[src/include/mvu_pe_config.svh]
//**********************************************************
// MVU PE configuration
// Fold geometry, data widths and APB address map
//**********************************************************
`ifndef MVU_PE_CONFIG_SVH
`define MVU_PE_CONFIG_SVH

// Fold geometry
`define MVU_SIMD      4
`define MVU_SF        4
`define MVU_ROWS      4

// Weight, activation and accumulator widths
`define MVU_TW        4
`define MVU_TI        4
`define MVU_TDST      16

// APB bus widths
`define MVU_APB_AW    12
`define MVU_APB_DW    32

// Register map, one 32-bit word per entry
`define MVU_ADDR_WGT  12'h000
`define MVU_ADDR_ACT  12'h040
`define MVU_ADDR_CTRL 12'h080
`define MVU_ADDR_STAT 12'h084

`endif

[src/source/mvu_pe_pkg.sv]
//**********************************************************
// MVU PE types
// Data words, APB and beat structs, sequencer states
//**********************************************************
`include "mvu_pe_config.svh"

package mvu_pe_pkg;

   // One fold of packed lanes, lane 0 in the low bits
   typedef logic [`MVU_SIMD*`MVU_TW-1:0] weight_word_t;
   typedef logic [`MVU_SIMD*`MVU_TI-1:0] act_word_t;

   // Signed weight times zero-extended activation
   typedef logic signed [`MVU_TW+`MVU_TI:0] prod_t;
   typedef logic signed [`MVU_TDST-1:0] acc_t;

   // Row/fold index into weight storage
   typedef logic [$clog2(`MVU_ROWS*`MVU_SF)-1:0] buf_addr_t;
   typedef logic [$clog2(`MVU_SF)-1:0] fold_idx_t;

   // Master side of APB
   typedef struct packed {
      logic                   psel;
      logic                   penable;
      logic                   pwrite;
      logic [`MVU_APB_AW-1:0] paddr;
      logic [`MVU_APB_DW-1:0] pwdata;
   } apb_req_t;

   // Slave side of APB
   typedef struct packed {
      logic [`MVU_APB_DW-1:0] prdata;
      logic                   pready;
      logic                   pslverr;
   } apb_rsp_t;

   // One compute beat, flags travel with the data
   typedef struct packed {
      logic         stream;
      logic         sf_clr;
      logic         sf_end;
      weight_word_t weights;
      act_word_t    acts;
   } beat_t;

   typedef struct packed {
      logic valid;
      acc_t data;
   } result_t;

   typedef enum logic [1:0] {
      IDLE,
      RUN,
      END,
      DRAIN
   } ctrl_state_t;

endpackage

[src/source/mvu_pe_apb_regs.sv]
//**********************************************************
// MVU PE APB slave
// Buffer access, run start and status, zero wait states
//**********************************************************
`timescale 1ns/1ps
`include "mvu_pe_config.svh"

module mvu_pe_apb_regs (
   input  logic                    aclk,
   input  logic                    aresetn,
   input  mvu_pe_pkg::apb_req_t    apb_req,
   output mvu_pe_pkg::apb_rsp_t    apb_rsp,
   input  logic                    busy,
   output logic                    start,
   output logic                    wr_en,
   output logic                    act_sel,
   output mvu_pe_pkg::buf_addr_t   wr_addr,
   output mvu_pe_pkg::weight_word_t wr_data,
   input  mvu_pe_pkg::weight_word_t rd_data
);
   import mvu_pe_pkg::*;

   localparam int WGT_BYTES = 4 * `MVU_ROWS * `MVU_SF;
   localparam int ACT_BYTES = 4 * `MVU_SF;
   localparam int PAD_W     = `MVU_APB_DW - $bits(weight_word_t);

   logic                   setup_q;
   logic                   access;
   logic [`MVU_APB_AW-1:0] wgt_off;
   logic [`MVU_APB_AW-1:0] act_off;
   logic                   hit_wgt;
   logic                   hit_act;
   logic                   hit_ctrl;
   logic                   hit_stat;
   logic                   start_req;

   // Remember the setup cycle so only a real access phase is decoded
   always_ff @(posedge aclk) begin
      if (!aresetn) begin
         setup_q <= 1'b0;
      end else begin
         setup_q <= apb_req.psel & ~apb_req.penable;
      end
   end

   assign access = apb_req.psel & apb_req.penable & setup_q;

   // Region offsets, byte addressed
   assign wgt_off  = apb_req.paddr - `MVU_ADDR_WGT;
   assign act_off  = apb_req.paddr - `MVU_ADDR_ACT;
   assign hit_wgt  = int'(wgt_off) < WGT_BYTES;
   assign hit_act  = int'(act_off) < ACT_BYTES;
   assign hit_ctrl = apb_req.paddr == `MVU_ADDR_CTRL;
   assign hit_stat = apb_req.paddr == `MVU_ADDR_STAT;

   // Start command, bit 0 of control
   assign start_req = access & apb_req.pwrite & hit_ctrl & apb_req.pwdata[0];
   assign start     = start_req & ~busy;

   // Buffer port, shared by writes and readback
   assign wr_en   = access & apb_req.pwrite & (hit_wgt | hit_act);
   assign act_sel = hit_act;
   // Word index, both region bases sit above the index bits
   assign wr_addr = apb_req.paddr[2 +: $bits(buf_addr_t)];
   assign wr_data = apb_req.pwdata[$bits(weight_word_t)-1:0];

   always_comb begin
      apb_rsp.pready  = 1'b1;
      // Unmapped address, or start while a run is in progress
      apb_rsp.pslverr = access &
                        (~(hit_wgt | hit_act | hit_ctrl | hit_stat) | (start_req & busy));
      if (hit_wgt || hit_act) begin
         apb_rsp.prdata = {{PAD_W{1'b0}}, rd_data};
      end else if (hit_stat) begin
         apb_rsp.prdata = {{(`MVU_APB_DW-1){1'b0}}, busy};
      end else begin
         apb_rsp.prdata = '0;
      end
   end

endmodule

[src/source/mvu_pe_buffer.sv]
//**********************************************************
// MVU PE buffer
// Weight and activation storage, registered beat read
//**********************************************************
`timescale 1ns/1ps
`include "mvu_pe_config.svh"

module mvu_pe_buffer (
   input  logic                     aclk,
   input  logic                     aresetn,
   input  logic                     wr_en,
   input  logic                     act_sel,
   input  mvu_pe_pkg::buf_addr_t    wr_addr,
   input  mvu_pe_pkg::weight_word_t wr_data,
   output mvu_pe_pkg::weight_word_t rd_data,
   input  mvu_pe_pkg::buf_addr_t    rd_addr,
   input  mvu_pe_pkg::fold_idx_t    rd_fold,
   input  logic                     stream,
   input  logic                     sf_clr,
   input  logic                     sf_end,
   output mvu_pe_pkg::beat_t        beat
);
   import mvu_pe_pkg::*;

   localparam int WGT_DEPTH = `MVU_ROWS * `MVU_SF;
   localparam int ACT_DEPTH = `MVU_SF;

   weight_word_t wgt_mem [WGT_DEPTH];
   act_word_t    act_mem [ACT_DEPTH];

   // APB side write, storage starts out zeroed
   always_ff @(posedge aclk) begin
      if (!aresetn) begin
         wgt_mem <= '{default: '0};
         act_mem <= '{default: '0};
      end else if (wr_en) begin
         if (act_sel) begin
            act_mem[wr_addr[$bits(fold_idx_t)-1:0]] <= wr_data;
         end else begin
            wgt_mem[wr_addr] <= wr_data;
         end
      end
   end

   // Readback for APB, same address as the write
   assign rd_data = act_sel ? act_mem[wr_addr[$bits(fold_idx_t)-1:0]] : wgt_mem[wr_addr];

   // Flags of the beat
   always_ff @(posedge aclk) begin
      if (!aresetn) begin
         beat.stream <= 1'b0;
         beat.sf_clr <= 1'b0;
         beat.sf_end <= 1'b0;
      end else begin
         beat.stream <= stream;
         beat.sf_clr <= sf_clr;
         beat.sf_end <= sf_end;
      end
   end

   // Beat payload, activation picked by fold
   always_ff @(posedge aclk) begin
      beat.weights <= wgt_mem[rd_addr];
      beat.acts    <= act_mem[rd_fold];
   end

endmodule

[src/source/mvu_pe_ctrl.sv]
//**********************************************************
// MVU PE sequencer
// Issues row/fold beats of a run and holds busy
//**********************************************************
`timescale 1ns/1ps
`include "mvu_pe_config.svh"

module mvu_pe_ctrl (
   input  logic                  aclk,
   input  logic                  aresetn,
   input  logic                  start,
   output logic                  busy,
   output mvu_pe_pkg::buf_addr_t rd_addr,
   output mvu_pe_pkg::fold_idx_t rd_fold,
   output logic                  stream,
   output logic                  sf_clr,
   output logic                  sf_end
);
   import mvu_pe_pkg::*;

   localparam int ROW_W = $clog2(`MVU_ROWS);
   localparam logic [ROW_W-1:0] ROW_LAST  = ROW_W'(`MVU_ROWS - 1);
   localparam fold_idx_t        FOLD_LAST = fold_idx_t'(`MVU_SF - 1);
   // End beat needs four cycles to reach the result port
   localparam logic [1:0]       DRAIN_LAST = 2'd3;

   ctrl_state_t      state_q;
   logic [ROW_W-1:0] row_q;
   fold_idx_t        fold_q;
   logic [1:0]       drain_q;

   always_ff @(posedge aclk) begin
      if (!aresetn) begin
         state_q <= IDLE;
         row_q   <= '0;
         fold_q  <= '0;
         drain_q <= '0;
      end else begin
         unique case (state_q)
            IDLE: begin
               row_q  <= '0;
               fold_q <= '0;
               if (start) begin
                  state_q <= RUN;
               end
            end
            RUN: begin
               // Fold index runs fastest
               fold_q <= fold_q + 1'b1;
               if (fold_q == FOLD_LAST) begin
                  row_q <= row_q + 1'b1;
                  if (row_q == ROW_LAST) begin
                     state_q <= END;
                  end
               end
            end
            END: begin
               drain_q <= DRAIN_LAST;
               state_q <= DRAIN;
            end
            DRAIN: begin
               drain_q <= drain_q - 1'b1;
               if (drain_q == '0) begin
                  state_q <= IDLE;
               end
            end
            default: state_q <= IDLE;
         endcase
      end
   end

   // Beat issue, straight from the counters
   assign rd_addr = {row_q, fold_q};
   assign rd_fold = fold_q;
   assign stream  = (state_q == RUN) || (state_q == END);
   // Clear on first fold of each row
   assign sf_clr  = (state_q == RUN) && (fold_q == '0);
   assign sf_end  = state_q == END;
   assign busy    = state_q != IDLE;

endmodule

[src/source/mvu_pe_simd.sv]
//**********************************************************
// MVU PE SIMD stage
// Lane multipliers and adder tree, two register stages
//**********************************************************
`timescale 1ns/1ps
`include "mvu_pe_config.svh"

module mvu_pe_simd (
   input  logic              aclk,
   input  logic              aresetn,
   input  mvu_pe_pkg::beat_t beat,
   output mvu_pe_pkg::acc_t  in_acc
);
   import mvu_pe_pkg::*;

   localparam int SIMD = `MVU_SIMD;
   localparam int TW   = `MVU_TW;
   localparam int TI   = `MVU_TI;

   prod_t w_ext  [SIMD];
   prod_t a_ext  [SIMD];
   prod_t prod_q [SIMD];
   acc_t  pair_sum [SIMD/2];
   acc_t  tree_sum;

   // Weight sign-extended, activation zero-extended
   always_comb begin
      for (int i = 0; i < SIMD; i++) begin
         w_ext[i] = prod_t'($signed(beat.weights[i*TW +: TW]));
         a_ext[i] = prod_t'(beat.acts[i*TI +: TI]);
      end
   end

   // Stage one, lane products
   always_ff @(posedge aclk) begin
      if (!aresetn) begin
         prod_q <= '{default: '0};
      end else begin
         for (int i = 0; i < SIMD; i++) begin
            prod_q[i] <= w_ext[i] * a_ext[i];
         end
      end
   end

   // Adder tree, first level pairs neighbouring lanes
   always_comb begin
      tree_sum = '0;
      for (int j = 0; j < SIMD/2; j++) begin
         pair_sum[j] = acc_t'(prod_q[2*j]) + acc_t'(prod_q[2*j+1]);
         tree_sum    = tree_sum + pair_sum[j];
      end
   end

   // Stage two, fold sum to the accumulator
   always_ff @(posedge aclk) begin
      if (!aresetn) begin
         in_acc <= '0;
      end else begin
         in_acc <= tree_sum;
      end
   end

endmodule

[src/source/mvu_pe_acc.sv]
//**********************************************************
// MVU PE accumulator
// Sums folds of a row and reports one dot product per row
//**********************************************************
`timescale 1ns/1ps

module mvu_pe_acc (
   input  logic                aclk,
   input  logic                aresetn,
   input  logic                do_mvau_stream,
   input  logic                sf_clr,
   input  logic                sf_end,
   input  mvu_pe_pkg::acc_t    in_acc,
   output mvu_pe_pkg::result_t result
);
   import mvu_pe_pkg::*;

   // Flag delay lines, index 1 lines up with in_acc
   logic [1:0] stream_dly;
   logic [1:0] clr_dly;
   logic [1:0] end_dly;
   logic       held_q;
   acc_t       acc_q;
   logic       report;
   logic       accum;
   logic       res_valid_q;
   acc_t       res_data_q;

   // Closing beat of a row while a sum is held
   assign report = stream_dly[1] & (clr_dly[1] | end_dly[1]) & held_q;
   // End beat carries no data
   assign accum  = stream_dly[1] & ~end_dly[1];

   always_ff @(posedge aclk) begin
      if (!aresetn) begin
         stream_dly  <= '0;
         clr_dly     <= '0;
         end_dly     <= '0;
         held_q      <= 1'b0;
         acc_q       <= '0;
         res_valid_q <= 1'b0;
      end else begin
         stream_dly  <= {stream_dly[0], do_mvau_stream};
         clr_dly     <= {clr_dly[0], sf_clr};
         end_dly     <= {end_dly[0], sf_end};
         res_valid_q <= report;
         if (accum) begin
            // Load on first fold, add otherwise
            acc_q  <= clr_dly[1] ? in_acc : acc_q + in_acc;
            held_q <= 1'b1;
         end else if (report) begin
            held_q <= 1'b0;
         end
      end
   end

   // Complete row sum, captured before the next load lands
   always_ff @(posedge aclk) begin
      if (report) begin
         res_data_q <= acc_q;
      end
   end

   assign result.valid = res_valid_q;
   assign result.data  = res_data_q;

endmodule

[src/source/mvu_pe_top.sv]
//**********************************************************
// MVU processing element
// APB loaded matrix-vector multiply, one result per row
//**********************************************************
`timescale 1ns/1ps

module mvu_pe_top (
   input  logic                 aclk,
   input  logic                 aresetn,
   input  mvu_pe_pkg::apb_req_t apb_req,
   output mvu_pe_pkg::apb_rsp_t apb_rsp,
   output mvu_pe_pkg::result_t  result
);
   import mvu_pe_pkg::*;

   // Host side
   logic         busy;
   logic         start;
   logic         wr_en;
   logic         act_sel;
   buf_addr_t    wr_addr;
   weight_word_t wr_data;
   weight_word_t rd_data;

   // Compute side
   buf_addr_t    rd_addr;
   fold_idx_t    rd_fold;
   logic         stream;
   logic         sf_clr;
   logic         sf_end;
   beat_t        beat;
   acc_t         in_acc;

   mvu_pe_apb_regs i_mvu_pe_apb_regs (
      .aclk    (aclk),
      .aresetn (aresetn),
      .apb_req (apb_req),
      .apb_rsp (apb_rsp),
      .busy    (busy),
      .start   (start),
      .wr_en   (wr_en),
      .act_sel (act_sel),
      .wr_addr (wr_addr),
      .wr_data (wr_data),
      .rd_data (rd_data)
   );

   mvu_pe_buffer i_mvu_pe_buffer (
      .aclk    (aclk),
      .aresetn (aresetn),
      .wr_en   (wr_en),
      .act_sel (act_sel),
      .wr_addr (wr_addr),
      .wr_data (wr_data),
      .rd_data (rd_data),
      .rd_addr (rd_addr),
      .rd_fold (rd_fold),
      .stream  (stream),
      .sf_clr  (sf_clr),
      .sf_end  (sf_end),
      .beat    (beat)
   );

   mvu_pe_ctrl i_mvu_pe_ctrl (
      .aclk    (aclk),
      .aresetn (aresetn),
      .start   (start),
      .busy    (busy),
      .rd_addr (rd_addr),
      .rd_fold (rd_fold),
      .stream  (stream),
      .sf_clr  (sf_clr),
      .sf_end  (sf_end)
   );

   mvu_pe_simd i_mvu_pe_simd (
      .aclk    (aclk),
      .aresetn (aresetn),
      .beat    (beat),
      .in_acc  (in_acc)
   );

   // Flags enter straight from the beat, delayed inside
   mvu_pe_acc i_mvu_pe_acc (
      .aclk           (aclk),
      .aresetn        (aresetn),
      .do_mvau_stream (beat.stream),
      .sf_clr         (beat.sf_clr),
      .sf_end         (beat.sf_end),
      .in_acc         (in_acc),
      .result         (result)
   );

endmodule

[config.mk]
export PLATFORM = sky130hd
export DESIGN_NAME = mvu_pe_top
export DESIGN_NICKNAME = d
export VERILOG_FILES = /design/src/source/mvu_pe_pkg.sv /design/src/source/mvu_pe_apb_regs.sv /design/src/source/mvu_pe_buffer.sv /design/src/source/mvu_pe_ctrl.sv /design/src/source/mvu_pe_simd.sv /design/src/source/mvu_pe_acc.sv /design/src/source/mvu_pe_top.sv
export VERILOG_INCLUDE_DIRS = /design/src /design/src/include
export SDC_FILE = /design/constraint.sdc
export NUM_CORES = 1
export LEC_CHECK = 0
export ABC_AREA = 0
export CAP_MARGIN = 0
export CORE_MARGIN = 3
export CORE_UTILIZATION = 55
export DETAILED_ROUTE_END_ITERATION = 10
export DONT_BUFFER_PORTS = 1
export GPL_TIMING_DRIVEN = 0
export PLACE_DENSITY = 0.7
export SLEW_MARGIN = 20
export SYNTH_ARGS = -nofsm -noshare
export SYNTH_HDL_FRONTEND = slang
export SYNTH_SLANG_ARGS = --single-unit
[constraint.sdc]
create_clock -name aclk -period 4.61 [get_ports aclk]
set_clock_uncertainty 0.2 [all_clocks]
set_input_delay 0.2305 -clock aclk [delete_from_list [all_inputs] [get_ports aclk]]
set_output_delay 0.2305 -clock aclk [all_outputs]
set_load 0.02 [all_outputs]
# Word level (Yosys, flattened, before mapping)
# Index checks and enable logic that the tools add are counted.
[op_classes] add_sub_neg=8 multipliers=4 order_cmp=8 eq_ne=11 muxes=33 n_bitwise=27 reduce_logical=16
[op_table] op="$bwmux 256" count=1
[op_table] op="$mux 16" count=12
[op_table] op="$bmux 16 s4" count=2
[op_table] op="$bmux 16 s2" count=2
[op_table] op="$bwmux 64" count=1
[op_table] op="$demux 16 s4" count=1
[op_table] op="$mul 4x5->9" count=4
[op_table] op="$add 16x16->16" count=2
[op_table] op="$demux 16 s2" count=1
[op_table] op="$mux 32" count=1
[op_table] op="$eq 12x8->1 const B" count=2
[op_table] op="$add 9x9->10" count=2
[op_table] op="$and 1x1->1" count=13
[op_table] op="$lt 12x5->1 const B" count=1
[op_table] op="$lt 12x7->1 const B" count=1
[op_table] op="$pmux 2 s2" count=3
[op_table] op="$sub 12x7->12 const B" count=1
[op_table] op="$ge 5x5->1 const B" count=2
[op_table] op="$mux 2" count=5
[op_table] op="$not 4->5" count=2
[op_table] op="$eq 2x2->1 const B" count=4
[op_table] op="$pmux 2 s4" count=1
[op_table] op="$reduce_bool 2->1" count=4
[op_table] op="$ge 3x3->1 const B" count=2
[op_table] op="16 further kinds" count=37
[word_totals] regBits=456 in_bits=49 output_inout_bits=51 elab_cells=149

# Depth between registers and ports, before layout
[logic_depth] ltp_word=8 ltp_mapped=15 ltp_nobuf=15

# Cells and area by module
# Synthesis repeated with hierarchy kept, for this count alone.
[hier_totals] cells_unflattened=2671 area_unflattened_um2=26197.6
[modules_own_cells] module="mvu_pe_buffer" instances=1 cells_each=1857 area_per_inst_um2=18639.1 seq_area_each_um2=7106.8
[modules_own_cells] module="mvu_pe_simd" instances=1 cells_each=465 area_per_inst_um2=4315.4 seq_area_each_um2=940.9
[modules_own_cells] module="mvu_pe_acc" instances=1 cells_each=221 area_per_inst_um2=2178.3 seq_area_each_um2=960.9
[modules_own_cells] module="mvu_pe_apb_regs" instances=1 cells_each=72 area_per_inst_um2=571.8 seq_area_each_um2=20.0
[modules_own_cells] module="mvu_pe_ctrl" instances=1 cells_each=56 area_per_inst_um2=493.0 seq_area_each_um2=160.2

# Worst setup path before layout
# Ideal clock, no wire load.
[synth_path] path_kind="register to register" start="register i_mvu_pe_buffer.beat[12] (netlist name)" end="register i_mvu_pe_simd.prod_q[7] in the netlist's numbering" setup_ps=128 arrival_ps=3175 required_time_ps=4282 slack_ps=1107 path_stages_with_launch=15 path_buffers=0 synth_period_minus_slack_ps=3503 path_cell_list="dfxtp_1 > nand2b_1 > fa_1 > inv_1 > fa_1 > inv_1 > fa_1 > inv_1 > ha_1 > fa_1 > a21oi_1 > nor2_1 > nor2_1 > xor2_1 > nor2_1"
[synth_between] elab_chain_cells=1
[synth_rtl] item="$mul 4x5->9" line_no="mvu_pe_simd.sv:40" source="prod_q[i] <= w_ext[i] * a_ext[i];"
[synth_rtl] item="end signal: indexed assignment" line_no="mvu_pe_simd.sv:40"
[synth_rtl] item="end: declaration" line_no="mvu_pe_simd.sv:22" source="prod_t prod_q [SIMD];"
# No other way between the ends.
# A chain may end at the register's enable or synchronous reset.

==> impl_metrics.json <==
{
  "crit_fanout": 10,
  "die_x_um": 215,
  "numCtsBuffers": 48,
  "grt_setup_unrepaired": "no",
  "drcViolationCount": 0,
  "required_ns": 4.18,
  "place.port_buffers": 0,
  "yosysMostFrequentCell": "dfxtp_1",
  "slew_headroom_pct": 27.4,
  "seq_area_mm2": 0.00929,
  "clkSinkCount": 456,
  "fin_crit_sh_pct": 86.5,
  "maxCapViolCount": 0,
  "cts.path.max_buffers": 3,
  "startpoint_type": "input pin",
  "dpl_cell_area_mm2": 0.0249,
  "synth_cells": 2448,
  "clk_pin_slew_ns": 0.06,
  "yosysTopAreaCellShare_pct": 36.6,
  "drt_iter0_drc": 2302,
  "start_util_pct": 55.8,
  "multi_input_area_mm2": 0.0137,
  "synthToLayoutAreaGrowth_pct": 11.0,
  "cp_cell_sequence": "clkbuf_1 -> clkbuf_1 -> clkbuf_1 -> mux4_2 -> mux2i_1 -> o31ai_1",
  "finalNonFillerCells": 3160,
  "grtUsageTotal_pct": 33.6,
  "fillers": 3578,
  "period_minus_slack_ns": 3.99,
  "yosysTopAreaCell": "dfxtp_1",
  "drive_gt1_share_pct": 13.0,
  "cellPowerDensity_mw_per_mm2": 312,
  "setup-violations-final": 0,
  "fin_area_mm2": 0.0267,
  "peakVddDrop_mv": 0.295,
  "nets": 2730,
  "drtPass1Iterations": 6,
  "synth_top_flop_cell": "dfxtp_1",
  "totalWireLength_mm": 78.6,
  "yosys_warnings": 0,
  "crit_arrival_ns": 3.56,
  "ys_seq_area_share_pct": 38.6,
  "wl_per_cell_um": 24.9,
  "cp_slowest_stage_delay_ns": 0.87,
  "synth.area.top_cells": "dfxtp_1 37%, mux4_2 18%, nand2_1 6.3%, ha_1 6.2%, a21oi_1 5.6%",
  "grt_max_degree": 18,
  "cts_max_level": 2,
  "synth.distinct_cells": 64,
  "cts_root_buf": "clkbuf_16",
  "gr-total-overflow": 0,
  "yosys_register_bits": 456,
  "clk_latency_ns": 0.59,
  "dp_hpwl_mm": 58.0,
  "syn_area_per_cell_um2": 9.84,
  "fp.coreArea_mm2": 0.0432,
  "postRouteAntennaNets": 0,
  "grt_pass1_vias": 19700,
  "die-area_mm2": 0.0463,
  "die_h_um": 215,
  "maxSlewViolCount": 0,
  "gp_congestion": 1.03,
  "hp-class": "in -> reg",
  "num_rows": 76,
  "p_leak_nw": 10.1,
  "outcome": "complete, no violations",
  "synth_edf_count": 16,
  "fin_setup_tns_ns": 0,
  "syn_area_mm2": 0.0241,
  "vias": 19900,
  "path_common_cell": "clkbuf_1",
  "placedCellCount": 3048,
  "fmax_mhz": 251,
  "setup.worst_path.end_class": "primary output",
  "grt_pass1_wl_mm": 118,
  "whs_ns": 0.0340,
  "via_per_inst": 6.31,
  "finalHoldViolCount": 0,
  "yosys-top-cells-count": "440 x dfxtp_1, 403 x nand2_1, 268 x a21oi_1",
  "cts_resized": 0,
  "power_mw": 8.34,
  "ys_async_sr_fraction_pct": 0,
  "antenna_found_initial": 3,
  "crit_type": "in -> out",
  "worst_pin_slew_ns": 1.09,
  "io_pins": 100,
  "cts_tree": "yes",
  "crit_slowest_cell": "clkbuf_1"
}
metal layers:
metal	global-route usage (%)	up-vias	wire length [um]
met1	41.3	9671	28100
met2	54.7	1197	36700
met3	6.50	294	7910
met4	21.1	2	5910
met5	0	-	13
li1	-	8774	-
power breakdown:
| group | switching, mW | internal (mW) |
|---|---|---|
| Combinational | 0.275 | 0.0840 |
| Clock | 1.69 | 2.34 |
| Sequential | 0.00181 | 3.96 |
| Total | 1.96 | 6.38 |
state kept, by name, indices dropped and copies added, names as in the netlist, 16 cells and up:
register	flops
i_mvu_pe_buffer.act_mem	64
i_mvu_pe_buffer.wgt_mem	256
i_mvu_pe_buffer.beat	35
i_mvu_pe_acc.res_data_q	16
i_mvu_pe_simd.in_acc	16
i_mvu_pe_acc.acc_q	16
i_mvu_pe_simd.prod_q	36
through the flow:
stage / setup slack [ns] / utilization, %
floorplan: 1.11 / -
global placement: 0.741 / 57.6
detailed placement: 0.800 / 57.6
CTS: 0.812 / 61.9
global route: 0.621 / 62.0
finish: 0.623 / 62.0
timing repair:
| item | in CTS | in global routing |
|---|---|---|
| setup buffers | 0 | 0 |
| hold buffers | 24 | 0 |
| endpoints found under the hold margin | 239 | 0 |
worst max-delay path: cells and delay by family:
| family | cells | cell delay [ns] |
|---|---|---|
| buf+inv | 3 | 1.88 |
| mux | 2 | 0.59 |
| compound gates | 1 | 0.83 |
cell families after synthesis:
| group | count (synthesis) | synth area share, % |
|---|---|---|
| simple gates | 825 | 15.1 |
| flops | 456 | 38.6 |
| compound gates | 393 | 9.31 |
| mux | 303 | 22.4 |
| buf+inv | 286 | 4.99 |
| fa+ha+maj | 143 | 8.18 |
| xor+xnor | 40 | 1.45 |
| other cells | 2 | 0.0312 |
cell type report:
cell class / instances / area share (%)
multi-input combinational: 1721 / 51.0
sequential: 456 / 34.7
clock buffer: 64 / 5.02
buffer: 206 / 3.38
tap: 585 / 2.74
inverter: 80 / 1.12
clock inverter: 21 / 1.01
timing repair buffer: 25 / 0.954
antenna: 2 / 0.0187
path summary, 6_finish.rpt:
path | slack [ns] | end | start | depth (start not counted)
max reg2reg | 0.81 | i_mvu_pe_simd.prod_q[7] | i_mvu_pe_buffer.beat[31] | 14
min reg2reg | 0.23 | i_mvu_pe_acc.clr_dly[0] | i_mvu_pe_buffer.beat[33] | 1
max | 0.62 | apb_rsp[4] | apb_req[35] | 6
min | 0.03 | i_mvu_pe_buffer.wgt_mem[30] | apb_req[14] | 3
cells in the final DEF, fill, tap and decap left out, types with 6 or more instances in the layout:
cell	n
and2_1	53
a31oi_1	12
and3_1	8
dlygate4sd3_1	24
mux4_2	189
nand3_1	103
ha_1	119
nand2_1	403
nor2_1	180
fa_1	24
nor3_1	18
clkbuf_1	153
xnor2_1	17
mux2i_1	113
o21bai_1	6
xor2_1	23
nor2b_1	12
buf_1	12
a22o_1	12
inv_1	79
conb_1	17
buf_4	22
edfxtp_1	16
clkbuf_16	49
clkbuf_8	6
o21ai_0	33
dfxtp_1	440
nand2b_1	16
o21a_1	7
a21oi_1	268
a21o_1	17
buf_2	25
(Power assumes the default switching activity.)
